$ cat config.mk
export PLATFORM = sky130hd
export DESIGN_NAME = lsu_top
export DESIGN_NICKNAME = d
export VERILOG_FILES = /design/src/lsu_access_pkg.sv /design/src/lsu_bus_pkg.sv /design/src/lsu_ctrl.sv /design/src/lsu_load_align.sv /design/src/lsu_store_align.sv /design/src/lsu_top.sv
export VERILOG_INCLUDE_DIRS = /design/src
export SDC_FILE = /design/constraint.sdc
export NUM_CORES = 1
export LEC_CHECK = 0
export ABC_AREA = 1
export CAP_MARGIN = 20
export CORE_ASPECT_RATIO = 2
export CORE_MARGIN = 4
export CORE_UTILIZATION = 59
export CTS_CLUSTER_SIZE = 10
export DETAILED_ROUTE_END_ITERATION = 7
export DONT_BUFFER_PORTS = 1
export PLACE_DENSITY = 0.73
export SETUP_SLACK_MARGIN = 0.4
export SLEW_MARGIN = 0
export SYNTH_ARGS = -nofsm -noshare
export SYNTH_HDL_FRONTEND = slang
export SYNTH_SLANG_ARGS = --single-unit
$ cat constraint.sdc
create_clock -name clk_i -period 4.13 [get_ports clk_i]
set_input_delay 0.2065 -clock clk_i [delete_from_list [all_inputs] [get_ports clk_i]]
set_output_delay 0.2065 -clock clk_i [all_outputs]
set_load 0.03 [all_outputs]
$ cat src/lsu_defs.svh
/*
  widths shared by the load/store unit and its testbench
  the datapath assumes a 32-bit bus with four byte lanes
*/
`ifndef LSU_DEFS_SVH
`define LSU_DEFS_SVH

// data bus width in bits
`define LSU_DATA_W 32

// byte lanes on the data bus
`define LSU_BYTES 4

// byte offset inside one bus word
`define LSU_OFFS_W 2

// depth of the simulation memory in words
`define LSU_MEM_WORDS 256

`endif

$ cat src/lsu_access_pkg.sv
/*
  core access types for the load/store unit
  size code 2'b11 is not named and decodes as a byte access
*/
`include "lsu_defs.svh"

package lsu_access_pkg;

  // access size as sent by the execute stage
  typedef enum logic [1:0] {
    SIZE_WORD = 2'b00,
    SIZE_HALF = 2'b01,
    SIZE_BYTE = 2'b10
  } size_e;

  // byte offset of the access inside its word
  typedef logic [`LSU_OFFS_W-1:0] offs_t;

  // controller states
  typedef enum logic [2:0] {
    IDLE,
    WAIT_GNT_MIS,
    WAIT_RVALID_MIS,
    WAIT_GNT,
    WAIT_RVALID_MIS_GNTS_DONE
  } state_e;

endpackage

$ cat src/lsu_bus_pkg.sv
/*
  data bus types for the load/store unit
  addresses on the bus are word addresses, the byte offset is dropped
*/
`include "lsu_defs.svh"

package lsu_bus_pkg;

  // one data word as moved on the bus
  typedef logic [`LSU_DATA_W-1:0] word_t;

  // one enable bit per byte lane
  typedef logic [`LSU_BYTES-1:0] be_t;

  // word address without the byte offset bits
  typedef logic [`LSU_DATA_W-`LSU_OFFS_W-1:0] waddr_t;

endpackage

$ cat src/lsu_ctrl.sv
/*
  request controller of the load/store unit, one access outstanding at a time
  misaligned words and half words at offset 3 go out as two bus accesses
  addr_last_o keeps the first failing address of an access
*/
`timescale 1ns/1ps
`include "lsu_defs.svh"

module lsu_ctrl (
  input  logic                    clk_i,
  input  logic                    rst_ni,
  input  logic                    lsu_req_i,
  input  lsu_access_pkg::size_e   lsu_type_i,
  input  logic [`LSU_DATA_W-1:0]  lsu_addr_i,
  input  logic                    data_gnt_i,
  input  logic                    data_rvalid_i,
  input  logic                    data_err_i,
  input  logic                    held_we_i,
  output logic                    data_req_o,
  output lsu_bus_pkg::waddr_t     data_addr_o,
  output logic                    second_part_o,
  output logic                    ctrl_capture_o,
  output logic                    first_capture_o,
  output logic                    lsu_req_done_o,
  output logic                    lsu_resp_valid_o,
  output logic                    resp_err_o,
  output logic                    busy_o,
  output logic [`LSU_DATA_W-1:0]  addr_last_o
);

  lsu_access_pkg::state_e state_q, state_d;

  // high between the first grant and the second grant of a split access
  logic split_q, split_d;
  // error seen on the first part
  logic err_q, err_d;

  logic                   split_access;
  logic                   addr_update;
  logic                   addr_second;
  logic [`LSU_DATA_W-1:0] addr_last_q;
  lsu_bus_pkg::waddr_t    waddr_first;
  lsu_bus_pkg::waddr_t    waddr_second;

  // word access off word boundary, or half word in the top lane
  assign split_access =
      ((lsu_type_i == lsu_access_pkg::SIZE_WORD) && (lsu_addr_i[`LSU_OFFS_W-1:0] != '0)) ||
      ((lsu_type_i == lsu_access_pkg::SIZE_HALF) && (lsu_addr_i[`LSU_OFFS_W-1:0] == 2'd3));

  // addr_last_q holds the first part address until the second part is granted
  assign waddr_first  = lsu_addr_i[`LSU_DATA_W-1:`LSU_OFFS_W];
  assign waddr_second = addr_last_q[`LSU_DATA_W-1:`LSU_OFFS_W] + 1'b1;

  ////////////////////////////////////////////////////////////////////////////
  // FSM
  ////////////////////////////////////////////////////////////////////////////

  always_comb begin
    state_d         = state_q;
    split_d         = split_q;
    err_d           = err_q;
    data_req_o      = 1'b0;
    addr_update     = 1'b0;
    addr_second     = 1'b0;
    ctrl_capture_o  = 1'b0;
    first_capture_o = 1'b0;
    lsu_req_done_o  = 1'b0;

    case (state_q)
      lsu_access_pkg::IDLE: begin
        if (lsu_req_i) begin
          data_req_o = 1'b1;
          err_d      = 1'b0;
          if (data_gnt_i) begin
            ctrl_capture_o = 1'b1;
            addr_update    = 1'b1;
            split_d        = split_access;
            lsu_req_done_o = ~split_access;
            state_d = split_access ? lsu_access_pkg::WAIT_RVALID_MIS : lsu_access_pkg::IDLE;
          end else begin
            state_d = split_access ? lsu_access_pkg::WAIT_GNT_MIS : lsu_access_pkg::WAIT_GNT;
          end
        end
      end

      lsu_access_pkg::WAIT_GNT_MIS: begin
        data_req_o = 1'b1;
        if (data_gnt_i) begin
          ctrl_capture_o = 1'b1;
          addr_update    = 1'b1;
          split_d        = 1'b1;
          state_d        = lsu_access_pkg::WAIT_RVALID_MIS;
        end
      end

      lsu_access_pkg::WAIT_RVALID_MIS: begin
        // second part is on the bus while the first response is pending
        data_req_o = 1'b1;
        if (data_rvalid_i) begin
          err_d           = data_err_i;
          first_capture_o = ~held_we_i;
          // a failed first part keeps its own address
          addr_update     = data_gnt_i & ~data_err_i;
          addr_second     = 1'b1;
          split_d         = ~data_gnt_i;
          lsu_req_done_o  = data_gnt_i;
          state_d = data_gnt_i ? lsu_access_pkg::IDLE : lsu_access_pkg::WAIT_GNT;
        end else if (data_gnt_i) begin
          split_d        = 1'b0;
          lsu_req_done_o = 1'b1;
          state_d        = lsu_access_pkg::WAIT_RVALID_MIS_GNTS_DONE;
        end
      end

      lsu_access_pkg::WAIT_GNT: begin
        // aligned access or second part of a split one
        data_req_o = 1'b1;
        if (data_gnt_i) begin
          ctrl_capture_o = 1'b1;
          addr_update    = ~err_q;
          addr_second    = split_q;
          split_d        = 1'b0;
          lsu_req_done_o = 1'b1;
          state_d        = lsu_access_pkg::IDLE;
        end
      end

      lsu_access_pkg::WAIT_RVALID_MIS_GNTS_DONE: begin
        // both grants taken, first response still due
        if (data_rvalid_i) begin
          err_d           = data_err_i;
          first_capture_o = ~held_we_i;
          addr_update     = ~data_err_i;
          addr_second     = 1'b1;
          state_d         = lsu_access_pkg::IDLE;
        end
      end

      default: begin
        state_d = lsu_access_pkg::IDLE;
      end
    endcase
  end

  always_ff @(posedge clk_i or negedge rst_ni) begin
    if (!rst_ni) begin
      state_q     <= lsu_access_pkg::IDLE;
      split_q     <= 1'b0;
      err_q       <= 1'b0;
      addr_last_q <= '0;
    end else begin
      state_q <= state_d;
      split_q <= split_d;
      err_q   <= err_d;
      if (addr_update) begin
        addr_last_q <= addr_second ? {waddr_second, {`LSU_OFFS_W{1'b0}}} : lsu_addr_i;
      end
    end
  end

  ////////////////////////////////////////////////////////////////////////////
  // outputs
  ////////////////////////////////////////////////////////////////////////////

  assign data_addr_o   = split_q ? waddr_second : waddr_first;
  assign second_part_o = split_q;
  assign addr_last_o   = addr_last_q;
  assign busy_o        = (state_q != lsu_access_pkg::IDLE);

  // last response of an access always arrives back in IDLE
  assign lsu_resp_valid_o = data_rvalid_i & (state_q == lsu_access_pkg::IDLE);
  assign resp_err_o       = lsu_resp_valid_o & (err_q | data_err_i);

  a_state_legal : assert property (@(posedge clk_i) disable iff (!rst_ni)
    state_q inside {lsu_access_pkg::IDLE, lsu_access_pkg::WAIT_GNT_MIS,
                    lsu_access_pkg::WAIT_RVALID_MIS, lsu_access_pkg::WAIT_GNT,
                    lsu_access_pkg::WAIT_RVALID_MIS_GNTS_DONE});

  a_err_with_rvalid : assert property (@(posedge clk_i) disable iff (!rst_ni)
    data_err_i |-> data_rvalid_i);

endmodule

$ cat src/lsu_load_align.sv
/*
  load side realignment and extension
  attributes are captured on the first grant and held until the next access
  result is valid only in the cycle of the final rvalid
*/
`timescale 1ns/1ps
`include "lsu_defs.svh"

module lsu_load_align (
  input  logic                  clk_i,
  input  logic                  rst_ni,
  input  logic                  ctrl_capture_i,
  input  logic                  first_capture_i,
  input  lsu_access_pkg::size_e lsu_type_i,
  input  lsu_access_pkg::offs_t offset_i,
  input  logic                  lsu_sign_ext_i,
  input  logic                  lsu_we_i,
  input  lsu_bus_pkg::word_t    data_rdata_i,
  output logic                  held_we_o,
  output lsu_bus_pkg::word_t    lsu_rdata_o
);

  // held request attributes
  lsu_access_pkg::size_e type_q;
  lsu_access_pkg::offs_t offset_q;
  logic                  sign_q;
  logic                  we_q;

  // upper three bytes of the first response of a split load
  logic [`LSU_DATA_W-1:8] rdata_q;

  // per size results before extension
  lsu_bus_pkg::word_t rdata_w;
  logic [15:0]        rdata_h;
  logic [7:0]         rdata_b;
  logic               ext_h;
  logic               ext_b;

  ////////////////////////////////////////////////////////////////////////////
  // held state
  ////////////////////////////////////////////////////////////////////////////

  always_ff @(posedge clk_i or negedge rst_ni) begin
    if (!rst_ni) begin
      type_q   <= lsu_access_pkg::SIZE_WORD;
      offset_q <= '0;
      sign_q   <= 1'b0;
      we_q     <= 1'b0;
    end else if (ctrl_capture_i) begin
      type_q   <= lsu_type_i;
      offset_q <= offset_i;
      sign_q   <= lsu_sign_ext_i;
      we_q     <= lsu_we_i;
    end
  end

  // byte 0 of the first word is never part of a split result
  always_ff @(posedge clk_i) begin
    if (first_capture_i) begin
      rdata_q <= data_rdata_i[`LSU_DATA_W-1:8];
    end
  end

  ////////////////////////////////////////////////////////////////////////////
  // realignment
  ////////////////////////////////////////////////////////////////////////////

  // word result
  // low bytes come from the first word, high bytes from the second
  always_comb begin
    case (offset_q)
      2'd1:    rdata_w = {data_rdata_i[7:0], rdata_q[31:8]};
      2'd2:    rdata_w = {data_rdata_i[15:0], rdata_q[31:16]};
      2'd3:    rdata_w = {data_rdata_i[23:0], rdata_q[31:24]};
      default: rdata_w = data_rdata_i;
    endcase
  end

  // half word result, only offset 3 crosses the word boundary
  always_comb begin
    case (offset_q)
      2'd1:    rdata_h = data_rdata_i[23:8];
      2'd2:    rdata_h = data_rdata_i[31:16];
      2'd3:    rdata_h = {data_rdata_i[7:0], rdata_q[31:24]};
      default: rdata_h = data_rdata_i[15:0];
    endcase
  end

  // byte result never crosses
  assign rdata_b = data_rdata_i[{offset_q, 3'b000} +: 8];

  // fill bits for the upper part
  assign ext_h = sign_q & rdata_h[15];
  assign ext_b = sign_q & rdata_b[7];

  always_comb begin
    case (type_q)
      lsu_access_pkg::SIZE_WORD: lsu_rdata_o = rdata_w;
      lsu_access_pkg::SIZE_HALF: lsu_rdata_o = {{16{ext_h}}, rdata_h};
      default:                   lsu_rdata_o = {{24{ext_b}}, rdata_b};
    endcase
  end

  assign held_we_o = we_q;

endmodule

$ cat src/lsu_store_align.sv
/*
  store side lane steering, purely combinational
  inputs must stay stable while the bus request is pending
*/
`timescale 1ns/1ps
`include "lsu_defs.svh"

module lsu_store_align (
  input  lsu_access_pkg::size_e lsu_type_i,
  input  lsu_access_pkg::offs_t offset_i,
  input  logic                  second_part_i,
  input  lsu_bus_pkg::word_t    lsu_wdata_i,
  output lsu_bus_pkg::be_t      data_be_o,
  output lsu_bus_pkg::word_t    data_wdata_o
);

  ////////////////////////////////////////////////////////////////////////////
  // byte enables
  ////////////////////////////////////////////////////////////////////////////

  // mask of an aligned access of the requested size
  lsu_bus_pkg::be_t base_be;

  // mask shifted across two words
  // low half covers the first part, high half spills into the next word
  logic [2*`LSU_BYTES-1:0] be_span;

  always_comb begin
    case (lsu_type_i)
      lsu_access_pkg::SIZE_WORD: base_be = 4'b1111;
      lsu_access_pkg::SIZE_HALF: base_be = 4'b0011;
      // byte and the unused code
      default:                   base_be = 4'b0001;
    endcase
  end

  // shift by the byte offset inside the word
  assign be_span = {{`LSU_BYTES{1'b0}}, base_be} << offset_i;

  // first part takes the lanes at and above the offset
  // second part takes whatever spilled over the word boundary
  assign data_be_o = second_part_i ? be_span[2*`LSU_BYTES-1:`LSU_BYTES]
                                   : be_span[`LSU_BYTES-1:0];

  ////////////////////////////////////////////////////////////////////////////
  // store data rotation
  ////////////////////////////////////////////////////////////////////////////

  // doubled word so a left shift wraps the top bytes back to lane 0
  logic [2*`LSU_DATA_W-1:0] wdata_dbl;

  // rotate left by offset bytes
  // byte 0 of the store lands in the lane of the start address
  assign wdata_dbl = {lsu_wdata_i, lsu_wdata_i} << {offset_i, 3'b000};

  // upper word of the shifted pair is the rotated data
  // both parts of a split store use this same word, only the mask differs
  assign data_wdata_o = wdata_dbl[2*`LSU_DATA_W-1:`LSU_DATA_W];

endmodule

$ cat src/lsu_top.sv
/*
  load/store unit top, core side and req/gnt/rvalid bus side
  core holds request inputs until lsu_req_done_o and waits for the response
*/
`timescale 1ns/1ps
`include "lsu_defs.svh"

module lsu_top (
  input  logic                    clk_i,
  input  logic                    rst_ni,
  // core side
  input  logic                    lsu_req_i,
  input  logic                    lsu_we_i,
  input  logic [1:0]              lsu_type_i,
  input  logic                    lsu_sign_ext_i,
  input  logic [`LSU_DATA_W-1:0]  lsu_addr_i,
  input  logic [`LSU_DATA_W-1:0]  lsu_wdata_i,
  output logic                    lsu_req_done_o,
  output logic                    lsu_resp_valid_o,
  output logic                    lsu_rdata_valid_o,
  output logic [`LSU_DATA_W-1:0]  lsu_rdata_o,
  output logic                    load_err_o,
  output logic                    store_err_o,
  output logic                    busy_o,
  output logic [`LSU_DATA_W-1:0]  addr_last_o,
  // data bus
  output logic                    data_req_o,
  input  logic                    data_gnt_i,
  input  logic                    data_rvalid_i,
  input  logic                    data_err_i,
  output logic [`LSU_DATA_W-1:0]  data_addr_o,
  output logic                    data_we_o,
  output logic [`LSU_BYTES-1:0]   data_be_o,
  output logic [`LSU_DATA_W-1:0]  data_wdata_o,
  input  logic [`LSU_DATA_W-1:0]  data_rdata_i
);

  lsu_access_pkg::size_e lsu_type;
  lsu_access_pkg::offs_t offset;
  lsu_bus_pkg::waddr_t   data_waddr;
  logic                  second_part;
  logic                  ctrl_capture;
  logic                  first_capture;
  logic                  resp_err;
  logic                  held_we;

  // code 2'b11 passes through and decodes as byte
  assign lsu_type = lsu_access_pkg::size_e'(lsu_type_i);
  assign offset   = lsu_addr_i[`LSU_OFFS_W-1:0];

  lsu_ctrl u_ctrl (
    .clk_i            (clk_i),
    .rst_ni           (rst_ni),
    .lsu_req_i        (lsu_req_i),
    .lsu_type_i       (lsu_type),
    .lsu_addr_i       (lsu_addr_i),
    .data_gnt_i       (data_gnt_i),
    .data_rvalid_i    (data_rvalid_i),
    .data_err_i       (data_err_i),
    .held_we_i        (held_we),
    .data_req_o       (data_req_o),
    .data_addr_o      (data_waddr),
    .second_part_o    (second_part),
    .ctrl_capture_o   (ctrl_capture),
    .first_capture_o  (first_capture),
    .lsu_req_done_o   (lsu_req_done_o),
    .lsu_resp_valid_o (lsu_resp_valid_o),
    .resp_err_o       (resp_err),
    .busy_o           (busy_o),
    .addr_last_o      (addr_last_o)
  );

  lsu_store_align u_store_align (
    .lsu_type_i    (lsu_type),
    .offset_i      (offset),
    .second_part_i (second_part),
    .lsu_wdata_i   (lsu_wdata_i),
    .data_be_o     (data_be_o),
    .data_wdata_o  (data_wdata_o)
  );

  lsu_load_align u_load_align (
    .clk_i           (clk_i),
    .rst_ni          (rst_ni),
    .ctrl_capture_i  (ctrl_capture),
    .first_capture_i (first_capture),
    .lsu_type_i      (lsu_type),
    .offset_i        (offset),
    .lsu_sign_ext_i  (lsu_sign_ext_i),
    .lsu_we_i        (lsu_we_i),
    .data_rdata_i    (data_rdata_i),
    .held_we_o       (held_we),
    .lsu_rdata_o     (lsu_rdata_o)
  );

  // bus address is always word aligned
  assign data_addr_o = {data_waddr, {`LSU_OFFS_W{1'b0}}};
  assign data_we_o   = lsu_we_i;

  // error routing follows the held direction of the access
  assign lsu_rdata_valid_o = lsu_resp_valid_o & ~resp_err & ~held_we;
  assign load_err_o        = resp_err & ~held_we;
  assign store_err_o       = resp_err & held_we;

  // controller never requests a part that the aligner leaves without lanes
  a_be_nonzero : assert property (@(posedge clk_i) disable iff (!rst_ni)
    data_req_o |-> (data_be_o != '0));

endmodule

==> flow_summary.yaml, run 1 <==
outcome:
  outcome: "completed"
final_layout:
  utilization: 0.667
  layout.cells.most_common: "nand2_1"
  multi_input_area_um2: 4180
  fill_cells: 1088
  seqCellArea_um2: 1800
  drive_gt1_frac: 0.0508
  syn_to_final_growth_pct: 9.49
  layout_common_cells: "nand2_1 (407), nand3_1 (113), inv_1 (112), nor2_1 (103), o21ai_0 (102)"
  fin_nets: 1225
die:
  die_w_um: 83.4
  coreArea_um2: 11000
  dieArea_um2: 13200
  fp.dieH_um: 159
  start_util: 0.609
  ioPinCount: 246
  placement_rows: 54
route:
  totalWireLength_mm: 23.9
  drc: 0
  ant_nets: 0
  drtIter0Drc: 485
  viasPerCell: 5.99
  drtPass1Iterations: 7
  dr_total_vias: 7566
  post_drt_wl_per_cell_um: 18.9
clocking:
  cts_tree: "yes"
  cts-resized-gates: 0
  cts.clk_slew.worst_paths_ns: 0.06
  h-tree-depth: 3
  ctsLongestPathBuffers: 2
  clock_latency_ns: 0.34
  cts.sinks: 67
  post_cts_buffers: 0
  cts_buffers: 9
  cts_root_buf: "clkbuf_16"
  postCtsHoldBufs: 27
global_routing:
  grt_antenna_before_repair: 1
  grtUsageTotal: 0.347
  grt_pass1_vias: 7348
  grt_first_pass_wirelength_mm: 37.5
  grt_remaining_overflow: 0
  grt_max_degree: 51
logic_synthesis:
  yosys.area_share.adder: 0.00373
  yosysTopAreaCell: "nand2_1"
  ys_async_sr_fraction: 0.642
  synth-edff-count: 24
  synth.area.mux_share: 0.0494
  postSynthCellCount: 1118
  ys.flop_type: "dfrtp_1"
  synth_cell_types: 48
  syn-cell-area_um2: 6710
  synthSimpleGateAreaFrac: 0.399
  ys_warn_count: 0
  synthXorXnorAreaFrac: 0.0104
  ys_seq_area_frac: 0.268
  synth-seq-cells: 67
  synth_top_area_share: 0.228
  synth_top_family_by_area: "simple AND/OR/NAND/NOR gates"
  synthTopCellsByArea: "nand2_1 (23%), dfrtp_1 (16%), edfxtp_1 (11%), nand3_1 (8.4%), o21ai_0 (7.6%)"
  synth_compound_area_frac: 0.158
  post_synth.cell_area_avg_um2: 6.00
setup_path:
  critPathRequiredTime_ns: 3.92
  endpoint_kind: "output port"
  cp_max_fo: 28
  start_kind: "register"
  cp.arrival_ns: 3.22
  critPathKind: "register to output port"
power:
  p_leak_nw: 3.62
  vdd_ir_drop_max_mv: 0.570
  p_per_area_nw_per_um2: 880
sta:
  tightest_slew_ns: 1.15
  period_share: 0.829
  hold_viol_final: 0
  totalNegativeSetupSlack_ns: 0
  max-slew-margin-rel: 0.224
  period_needed_ns: 3.42
  setup_viol: 0
  slew_violations: 0
  grt_setup_unrepaired: "no"
  fmax_mhz: 292
  clock_skew_ns: 0.0115
place:
  hpwl_mm: 17.8
  port-buffer-count: 0
  place_congestion: 1.03
min_path:
  hp-class: "input pin to register"
job:
  maxCapViolCount: 0
## metrics by stage
step           hold slack (ns)  instances  worst slack [ns]  power (W)  area (µm²)
6_report               0.00595       1263             0.706    0.00646        7350
2_1_floorplan          -0.0891       1119              1.57    0.00475        6720
4_1_cts                0.00320       1262             0.813    0.00641        7350
3_3_place_gp           -0.0879       1219              1.28    0.00549        6730
5_1_grt                 0.0165       1263             0.526    0.00687        7350
3_5_place_dp           -0.0879       1219              1.17    0.00553        6730
## report_power, final
| group | switching [W] | internal [W] |
|---|---|---|
| registers | 0.000696 | 0.000934 |
| logic | 0.00301 | 0.000969 |
| clock network | 0.000307 | 0.000545 |
## logic make-up (layout without fill, tap and decap cells)
| logic type | after synthesis | after routing |
|---|---|---|
| compound gates | 181 | 181 |
| xor+xnor | 8 | 8 |
| fa+ha+maj | 2 | 2 |
| buf+inv | 176 | 179 |
| flops | 67 | 67 |
| mux | 33 | 33 |
| other cells | 1 | 3 |
| simple gates | 650 | 650 |
## critical path, cell delays in order (launching register included)
cell	delay, ns
dfrtp_1	0.54
inv_1	0.26
nand2_2	0.48
o22ai_1	0.21
o21bai_2	0.84
nand3_1	0.54
## Yosys cell counts (5+ instances only)
library cell    n
inv_1         112
nor2_1        104
o221ai_1       11
o211ai_1       12
nand3b_1        5
clkbuf_1       21
dfrtp_1        43
mux2i_1        32
xor2_1          5
edfxtp_1       24
o21ai_1         6
o21ai_0       102
nand2_1       407
buf_4          11
a21oi_1        18
nand3_1       113
o22ai_1         9
buf_2          21
a22oi_1         5
## area by class of cell
class | count | area share
Tap cell | 140 | 0.0238
Timing Repair Buffer | 46 | 0.0586
Clock buffer | 10 | 0.0325
Clock inverter | 6 | 0.0121
Multi-Input combinational cell | 876 | 0.568
Sequential cell | 67 | 0.245
Antenna cell | 1 | 0.000341
Inverter | 117 | 0.0598
## sequential cells by signal, indices dropped and copies added, names as in the netlist
register                flops
u_load_align.sign_q         1
u_load_align.offset_q       2
u_ctrl.addr_last_o         32
u_load_align.held_we_o      1
u_ctrl.err_q                1
u_ctrl.second_part_o        1
u_ctrl.state_q              3
u_load_align.type_q         2
u_load_align.rdata_q       24
## layer usage
metal,GRT usage,part of all wire,vias to the layer above
li1,-,-,3633
met1,0.359,0.34,3437
met2,0.630,0.52,401
met3,0.0804,0.086,95
met4,0.196,0.051,0
met5,0,0,-
## path summary, 6_finish.rpt
kind / endpoint / cells past startpoint / slack, ns / start
max: lsu_rdata_o[11] / 5 / 0.71 / u_load_align.offset_q[1]
min: u_load_align.type_q[0] / 2 / 0.006 / lsu_type_i[0]
max reg2reg: u_ctrl.addr_last_o[5] / 7 / 1.57 / u_ctrl.second_part_o
min reg2reg: u_load_align.sign_q / 1 / 0.55 / u_load_align.sign_q
max in group asynchronous: u_ctrl.addr_last_o[20] / 2 / 3.49 / rst_ni
min in group asynchronous: u_load_align.held_we_o / 2 / 0.40 / rst_ni
Power figures use the tool's default switching activity.
==> inputs of run 2 (changes only) <==
--- a/config.mk
+++ b/config.mk
@@ -14,7 +14,7 @@
 export CTS_CLUSTER_SIZE = 10
 export DETAILED_ROUTE_END_ITERATION = 7
 export DONT_BUFFER_PORTS = 1
-export PLACE_DENSITY = 0.73
+export PLACE_DENSITY = 0.76
 export SETUP_SLACK_MARGIN = 0.4
 export SLEW_MARGIN = 0
 export SYNTH_ARGS = -nofsm -noshare
==> constraint.sdc (replaced) <==
create_clock -name clk_i -period 3.1 [get_ports clk_i]
set_input_delay 0.155 -clock clk_i [delete_from_list [all_inputs] [get_ports clk_i]]
set_output_delay 0.155 -clock clk_i [all_outputs]
set_load 0.03 [all_outputs]
==> flow_summary.yaml, run 2 (synthesis results as in run 1) <==
final_layout:
  seqCellArea_um2: 1800
  largest_register_ffs: 32
  utilization: 0.702
  fin_nets: 1258
  layout_common_cells: "nand2_1 (407), inv_1 (111), o21ai_0 (102), nor2_1 (102), nand3_1 (98)"
  layout.cells.most_common: "nand2_1"
  layout.cells.non_filler: 1296
  multi_input_area_um2: 4270
  drive_gt1_frac: 0.0883
  syn_to_final_growth_pct: 15.2
  fill_cells: 1072
global_routing:
  grt_antenna_before_repair: 1
  grt_max_degree: 51
  grtUsageTotal: 0.353
  grt_remaining_overflow: 0
  grt_pass1_vias: 7595
  grt_first_pass_wirelength_mm: 38.3
setup_path:
  cp_max_fo: 23
  start_kind: "register"
  critPathRequiredTime_ns: 2.94
  critPathKind: "register to output port"
  endpoint_kind: "output port"
  rr_worst_depth: 10
  cp.arrival_ns: 2.44
clocking:
  cts_tree: "yes"
  clock_latency_ns: 0.34
  ctsLongestPathBuffers: 2
  cts.sinks: 67
  cts.clk_slew.worst_paths_ns: 0.06
  cts_buffers: 9
  h-tree-depth: 3
  cts_root_buf: "clkbuf_16"
job:
  maxCapViolCount: 0
route:
  viasPerCell: 5.91
  totalWireLength_mm: 23.9
  post_drt_wl_per_cell_um: 18.5
  ant_nets: 0
  drtIter0Drc: 452
  drtPass1Iterations: 5
  drc: 0
  dr_total_vias: 7665
sta:
  max-slew-margin-rel: 0.241
  fmax_mhz: 385
  tightest_slew_ns: 1.13
  clock_skew_ns: 0.0126
  period_needed_ns: 2.59
  slew_violations: 0
  hold_viol_final: 0
  totalNegativeSetupSlack_ns: 0
  period_share: 0.837
  setup_viol: 0
  grt_setup_unrepaired: "no"
power:
  combPwrFrac: 0.633
  p_seq_frac: 0.243
  p_leak_nw: 3.85
  p_per_area_nw_per_um2: 1170
  p_clk_frac: 0.124
  vdd_ir_drop_max_mv: 0.801
  internal_power_w: 0.00355
  switching_share: 0.606
  p_switching_w: 0.00546
place:
  hpwl_mm: 17.8
  placed_cells: 1240
  port-buffer-count: 0
  place_congestion: 1.02
die:
  placement_rows: 54
  ioPinCount: 246
  dieArea_um2: 13200
  start_util: 0.609
  die_w_um: 83.4
  coreArea_um2: 11000
  fp.dieH_um: 159
outcome:
  outcome: "completed"
min_path:
  whs_path_depth: 2
  hp-class: "input pin to register"
run 2: cell count changes in the layout (fill, tap and decap cells not counted), moves of 2 or more:
cell           delta
buf_12            +2
buf_4            +24
dfrtp_1           -2
dfrtp_2           +2
dlygate4sd3_1     +6
nand3_1          -15
nand3_2          +15
run 2: worst paths after layout:
path                                     endpoint                startpoint  slack, ns
setup / recovery                   lsu_rdata_o[9]  u_load_align.offset_q[1]       0.51
hold / removal              u_ctrl.addr_last_o[0]             lsu_addr_i[0]       0.03
setup reg to reg           u_ctrl.addr_last_o[19]         u_ctrl.state_q[0]       0.92
hold reg to reg                      u_ctrl.err_q              u_ctrl.err_q       0.63
max in group asynchronous   u_ctrl.addr_last_o[2]                    rst_ni       2.50
min in group asynchronous  u_load_align.type_q[0]                    rst_ni       0.38
run 2: per-stage QoR:
| stage | setup WS [ns] | instance area [µm²] | hold slack [ns] | total power (W) |
|---|---|---|---|---|
| after floorplan | 0.536 | 6720 | -0.141 | 0.00633 |
| after global placement | 0.820 | 6900 | -0.138 | 0.00756 |
| after detailed placement | 0.731 | 6900 | -0.139 | 0.00760 |
| after CTS | 0.361 | 7570 | 0.0134 | 0.00877 |
| after global routing | 0.393 | 7730 | 0.0218 | 0.00965 |
| final | 0.506 | 7730 | 0.0333 | 0.00901 |
run 2: critical path: stages, from the launching register on:
cell and delay, ns:
dfrtp_1 0.55, clkinvlp_4 0.25, nand2_1 0.12, buf_4 0.27, o22ai_1 0.15, o21bai_2 0.17
buf_6 0.26, nand3_1 0.32
run 2: final cells by class:
class                      count  area share
inverter                     117      0.0573
antenna                        1    0.000324
multi-input combinational    876       0.552
tap                          140      0.0227
sequential                    67       0.233
clock buffer                  10      0.0296
timing repair buffer          79      0.0934
clock inverter                 6      0.0117
run 2: power groups by stage:
stage / combinational, W / clock [W] / sequential (W)
after detailed placement: 0.00541 / 0 / 0.00218
after global placement: 0.00538 / 0 / 0.00218
after global routing: 0.00623 / 0.00118 / 0.00224
after floorplan: 0.00438 / 0 / 0.00194
after CTS: 0.00548 / 0.00113 / 0.00217
final: 0.00571 / 0.00112 / 0.00219
run 2: layer usage:
layer | track usage | wire, µm
met1 | 0.367 | 8090
met2 | 0.637 | 12500
met3 | 0.0877 | 2170
met4 | 0.197 | 1180
met5 | 0 | 0
run 2: what timing repair did:
action | in CTS | in global routing
hold endpoints to repair | 74 | 0
gates resized for setup | 0 | 22
cloned | 0 | 0
pin swaps | 0 | 1
setup buffers | 0 | 6
setup endpoints to repair | 13 | 30
hold buffers | 33 | 0
==> inputs of run 3 (changes only) <==
--- a/config.mk
+++ b/config.mk
@@ -6,7 +6,7 @@
 export SDC_FILE = /design/constraint.sdc
 export NUM_CORES = 1
 export LEC_CHECK = 0
-export ABC_AREA = 1
+export ABC_AREA = 0
 export CAP_MARGIN = 20
 export CORE_ASPECT_RATIO = 2
 export CORE_MARGIN = 4
==> constraint.sdc (replaced) <==
create_clock -name clk_i -period 2.3 [get_ports clk_i]
set_input_delay 0.115 -clock clk_i [delete_from_list [all_inputs] [get_ports clk_i]]
set_output_delay 0.115 -clock clk_i [all_outputs]
set_load 0.03 [all_outputs]
==> flow_summary.yaml, run 3 <==
logic_synthesis:
  synth-edff-count: 24
  yosysTopAreaCell: "mux4_2"
  syn-cell-area_um2: 6560
  synth_most_common_cell: "nand2_1"
  ys_seq_area_frac: 0.274
  synth_top_area_share: 0.179
  ys_warn_count: 0
  ys.flop_type: "dfrtp_1"
  synth_cell_types: 58
  synthTopCellsByCount: "nand2_1 (89), nor2_1 (63), mux4_2 (52), a21oi_1 (46)"
  synth-seq-cells: 67
  postSynthCellCount: 728
  ys_async_sr_fraction: 0.642
  post_synth.cell_area_avg_um2: 9.01
  synthTopCellsByArea: "mux4_2 (18%), dfrtp_1 (16%), edfxtp_1 (11%), nand2_1 (5.1%), nor2_1 (3.6%)"
die:
  fp.dieH_um: 157
  die_w_um: 82.5
  placement_rows: 54
  start_util: 0.603
  ioPinCount: 246
global_routing:
  grtUsageTotal: 0.842
  grt_max_degree: 58
  grt_remaining_overflow: 178
sta:
  endpoint_type: "output port"
  grt-worst-endpoint: "lsu_rdata_o[2]"
clocking:
  cts_buffers: 9
  cts_root_buf: "clkbuf_16"
  ctsLongestPathBuffers: 2
  cts.sinks: 67
  h-tree-depth: 3
place:
  port-buffer-count: 0
  hpwl_mm: 17.1
  place_congestion: 0.954
outcome:
  lastStage: "global routing"
  error: "[ERROR GRT-0232] Routing congestion too high. Check the congestion heatmap in the GUI."
  outcome: "did not finish"
==> run 3: timing repair <==
item                                    CTS
gates resized for setup                 192
gates cloned                              3
hold buffers                             43
hold endpoints to repair                 84
endpoints found under the setup margin   81
buffers inserted                         59
pin swaps                                66
==> run 3: cell families after synthesis <==
family	count (synthesis)	share of synthesized area
fa+ha+maj	2	0.00382
other cells	1	0.000572
buf+inv	82	0.0509
mux	85	0.231
compound gates	204	0.211
xor+xnor	29	0.0387
simple gates	258	0.190
flops	67	0.274
==> run 3: metrics by stage <==
step	instance area, µm²	hold WS, ns	instances	util	worst slack [ns]
CTS	9690	0.000855	1030	0.891	0.0774
detailed placement	7620	-0.179	909	0.701	0.284
global placement	7620	-0.179	909	0.701	0.330
floorplan	6880	-0.181	729	-	0.195
==> run 3: per-layer routing <==
metal | track usage | GRT overflow
met1 | 0.823 | 0
met2 | 0.983 | 104
met3 | 0.692 | 1
met4 | 0.927 | 73
met5 | 0.138 | 0
==> inputs of run 4 (changes only) <==
--- a/config.mk
+++ b/config.mk
@@ -8,14 +8,11 @@
 export LEC_CHECK = 0
 export ABC_AREA = 0
 export CAP_MARGIN = 20
-export CORE_ASPECT_RATIO = 2
 export CORE_MARGIN = 4
-export CORE_UTILIZATION = 59
-export CTS_CLUSTER_SIZE = 10
+export CORE_UTILIZATION = 40
 export DETAILED_ROUTE_END_ITERATION = 7
 export DONT_BUFFER_PORTS = 1
-export PLACE_DENSITY = 0.76
-export SETUP_SLACK_MARGIN = 0.4
+export PLACE_DENSITY_LB_ADDON = 0.15
 export SLEW_MARGIN = 0
 export SYNTH_ARGS = -nofsm -noshare
 export SYNTH_HDL_FRONTEND = slang
==> constraint.sdc (replaced) <==
create_clock -name clk_i -period 2.99 [get_ports clk_i]
set_input_delay 0.1495 -clock clk_i [delete_from_list [all_inputs] [get_ports clk_i]]
set_output_delay 0.1495 -clock clk_i [all_outputs]
set_load 0.03 [all_outputs]
==> flow_summary.yaml, run 4 <==
final_layout:
  multi_input_area_um2: 4470
  fill_cells: 1563
  drive_gt1_frac: 0.217
  utilization: 0.494
  largest_register_ffs: 32
  seqCellArea_um2: 1800
  fin_nets: 901
  layout_common_cells: "nand2_1 (89), buf_4 (84), nor2_1 (62), mux4_2 (52), a21oi_1 (46)"
  n_antenna_cell: 0
  layout.cells.most_common: "nand2_1"
  syn_to_final_growth_pct: 20.6
sta:
  period_needed_ns: 2.78
  totalNegativeSetupSlack_ns: 0
  slew_violations: 0
  fmax_mhz: 360
  period_share: 0.928
  grt_setup_unrepaired: "no"
  max-slew-margin-rel: 0.451
  tightest_slew_ns: 0.822
  setup_ws_ns: 0.215
  clock_skew_ns: 0.00608
  setup_viol: 0
  hold_viol_final: 0
global_routing:
  grt.busiest_layer: "met2"
  grt_first_pass_wirelength_mm: 33.6
  gr-usage-met2: 0.369
  grtUsageMet3: 0.0637
  grt_remaining_overflow: 0
  grt_pass1_vias: 6235
  grt_max_degree: 60
  use_met1: 0.295
  grtUsageTotal: 0.225
  grt_antenna_before_repair: 0
logic_synthesis:
  synth_most_common_cell: "nand2_1"
  ys_seq_area_frac: 0.274
  synth_top_area_share: 0.179
  syn-cell-area_um2: 6560
  post_synth.cell_area_avg_um2: 9.01
  synth-edff-count: 24
  ys_warn_count: 0
  ys.flop_type: "dfrtp_1"
  synth-seq-cells: 67
  postSynthCellCount: 728
  synthTopCellsByCount: "nand2_1 (89), nor2_1 (63), mux4_2 (52), a21oi_1 (46)"
  synth_cell_types: 58
  synthTopCellsByArea: "mux4_2 (18%), dfrtp_1 (16%), edfxtp_1 (11%), nand2_1 (5.1%), nor2_1 (3.6%)"
  ys_async_sr_fraction: 0.642
  yosysTopAreaCell: "mux4_2"
die:
  start_util: 0.410
  die_w_um: 136
  coreArea_um2: 16000
  dieArea_um2: 18500
  fp.dieH_um: 136
  placement_rows: 46
  ioPinCount: 246
clocking:
  ctsLongestPathBuffers: 2
  cts_buffers: 9
  post_cts_buffers: 0
  cts-resized-gates: 0
  cts.sinks: 67
  clock_latency_ns: 0.33
  cts_tree: "yes"
  cts.clk_slew.worst_paths_ns: 0.06
  postCtsHoldBufs: 36
  cts_root_buf: "clkbuf_16"
  h-tree-depth: 3
setup_path:
  critPathBufInv: 1
  cp_top_family: "simple AND/OR/NAND/NOR gates"
  path_depth: 6
  endpoint_kind: "output port"
  cp_cell_sequence: "nand3_1 > or4_1 > nor3_1 > xnor2_1 > a21oi_1 > buf_4"
  r2r-start: "u_ctrl.state_q[1]"
  critPathRequiredTime_ns: 2.84
  rr_worst_depth: 6
  critPathKind: "register to output port"
  slowest_delay_ns: 0.65
  setup.worst_path.start: "u_ctrl.addr_last_o[4]"
  cp_max_fo: 9
  start_kind: "register"
  crit_slowest_cell: "dfrtp_1"
  cp.arrival_ns: 2.63
power:
  p_seq_frac: 0.212
  switching_share: 0.550
  vdd_ir_drop_max_mv: 0.630
  p_clk_frac: 0.108
  internal_power_w: 0.00439
  p_switching_w: 0.00538
  p_leak_nw: 3.04
  p_per_area_nw_per_um2: 1240
  combPwrFrac: 0.680
route:
  drtPass1Iterations: 5
  post_drt_wl_per_cell_um: 21.5
  drtIter0Drc: 450
  drc: 0
  totalWireLength_mm: 21.8
  viasPerCell: 6.24
  dr_total_vias: 6329
  ant_nets: 0
job:
  maxCapViolCount: 0
outcome:
  outcome: "completed"
place:
  place_congestion: 0.825
  detailedPlace.worstSlack_ns: 0.601
  port-buffer-count: 0
  hpwl_mm: 15.2
min_path:
  hp-class: "input pin to register"
  whs_path_depth: 2
  min-delay-start: "data_gnt_i"
-- run 4: final timing paths --
check,to,slack (ns)
worst max-delay path,data_addr_o[30],0.21
worst min-delay path,u_ctrl.state_q[1],0.008
worst max register to register,u_ctrl.addr_last_o[18],0.59
worst min register to register,u_load_align.sign_q,0.56
max in group asynchronous,u_load_align.offset_q[1],2.43
min in group asynchronous,u_ctrl.second_part_o,0.34
-- run 4: logic make-up (layout without fill, tap and decap cells) --
kind of cell / after synthesis / after routing / synth area share
multiplexers: 85 / 85 / 0.231
buffers and inverters: 82 / 151 / 0.0509
adder cells (fa/ha/maj): 2 / 2 / 0.00382
XOR/XNOR: 29 / 29 / 0.0387
AO/OA/AOI/OAI: 204 / 204 / 0.211
flip-flops: 67 / 67 / 0.274
other: 1 / 2 / 0.000572
AND/OR/NAND/NOR: 258 / 258 / 0.190
-- run 4: area by class of cell --
cell class,count,area share
well taps,216,0.0342
flip-flops and latches,67,0.228
multi-input cells,580,0.565
clock buffers,11,0.0294
clock inverters,5,0.00696
repair buffers,121,0.130
inverters,14,0.00664
-- run 4: through the flow --
step / cell area (µm²) / power [W] / instances / hold slack (ns)
2_1_floorplan: 6560 / 0.00681 / 729 / -0.146
3_3_place_gp: 7240 / 0.00857 / 961 / -0.144
3_5_place_dp: 7240 / 0.00867 / 962 / -0.144
4_1_cts: 7910 / 0.00980 / 1014 / 0.00204
5_1_grt: 7910 / 0.0104 / 1014 / 0.0101
6_report: 7910 / 0.00978 / 1014 / 0.00820
-- run 4: routing by layer --
metal / wire [µm] / part of all wire
met1: 8970 / 0.41
met2: 10500 / 0.48
met3: 2100 / 0.096
met4: 214 / 0.0098
met5: 0 / 0
-- run 4: power groups by stage --
stage                     logic (W)  registers, W  clock network (W)
after floorplan             0.00477       0.00204                  0
after global placement      0.00649       0.00208                  0
after detailed placement    0.00659       0.00208                  0
after CTS                   0.00666       0.00207            0.00107
after global routing        0.00713       0.00214            0.00112
final                       0.00665       0.00208            0.00105
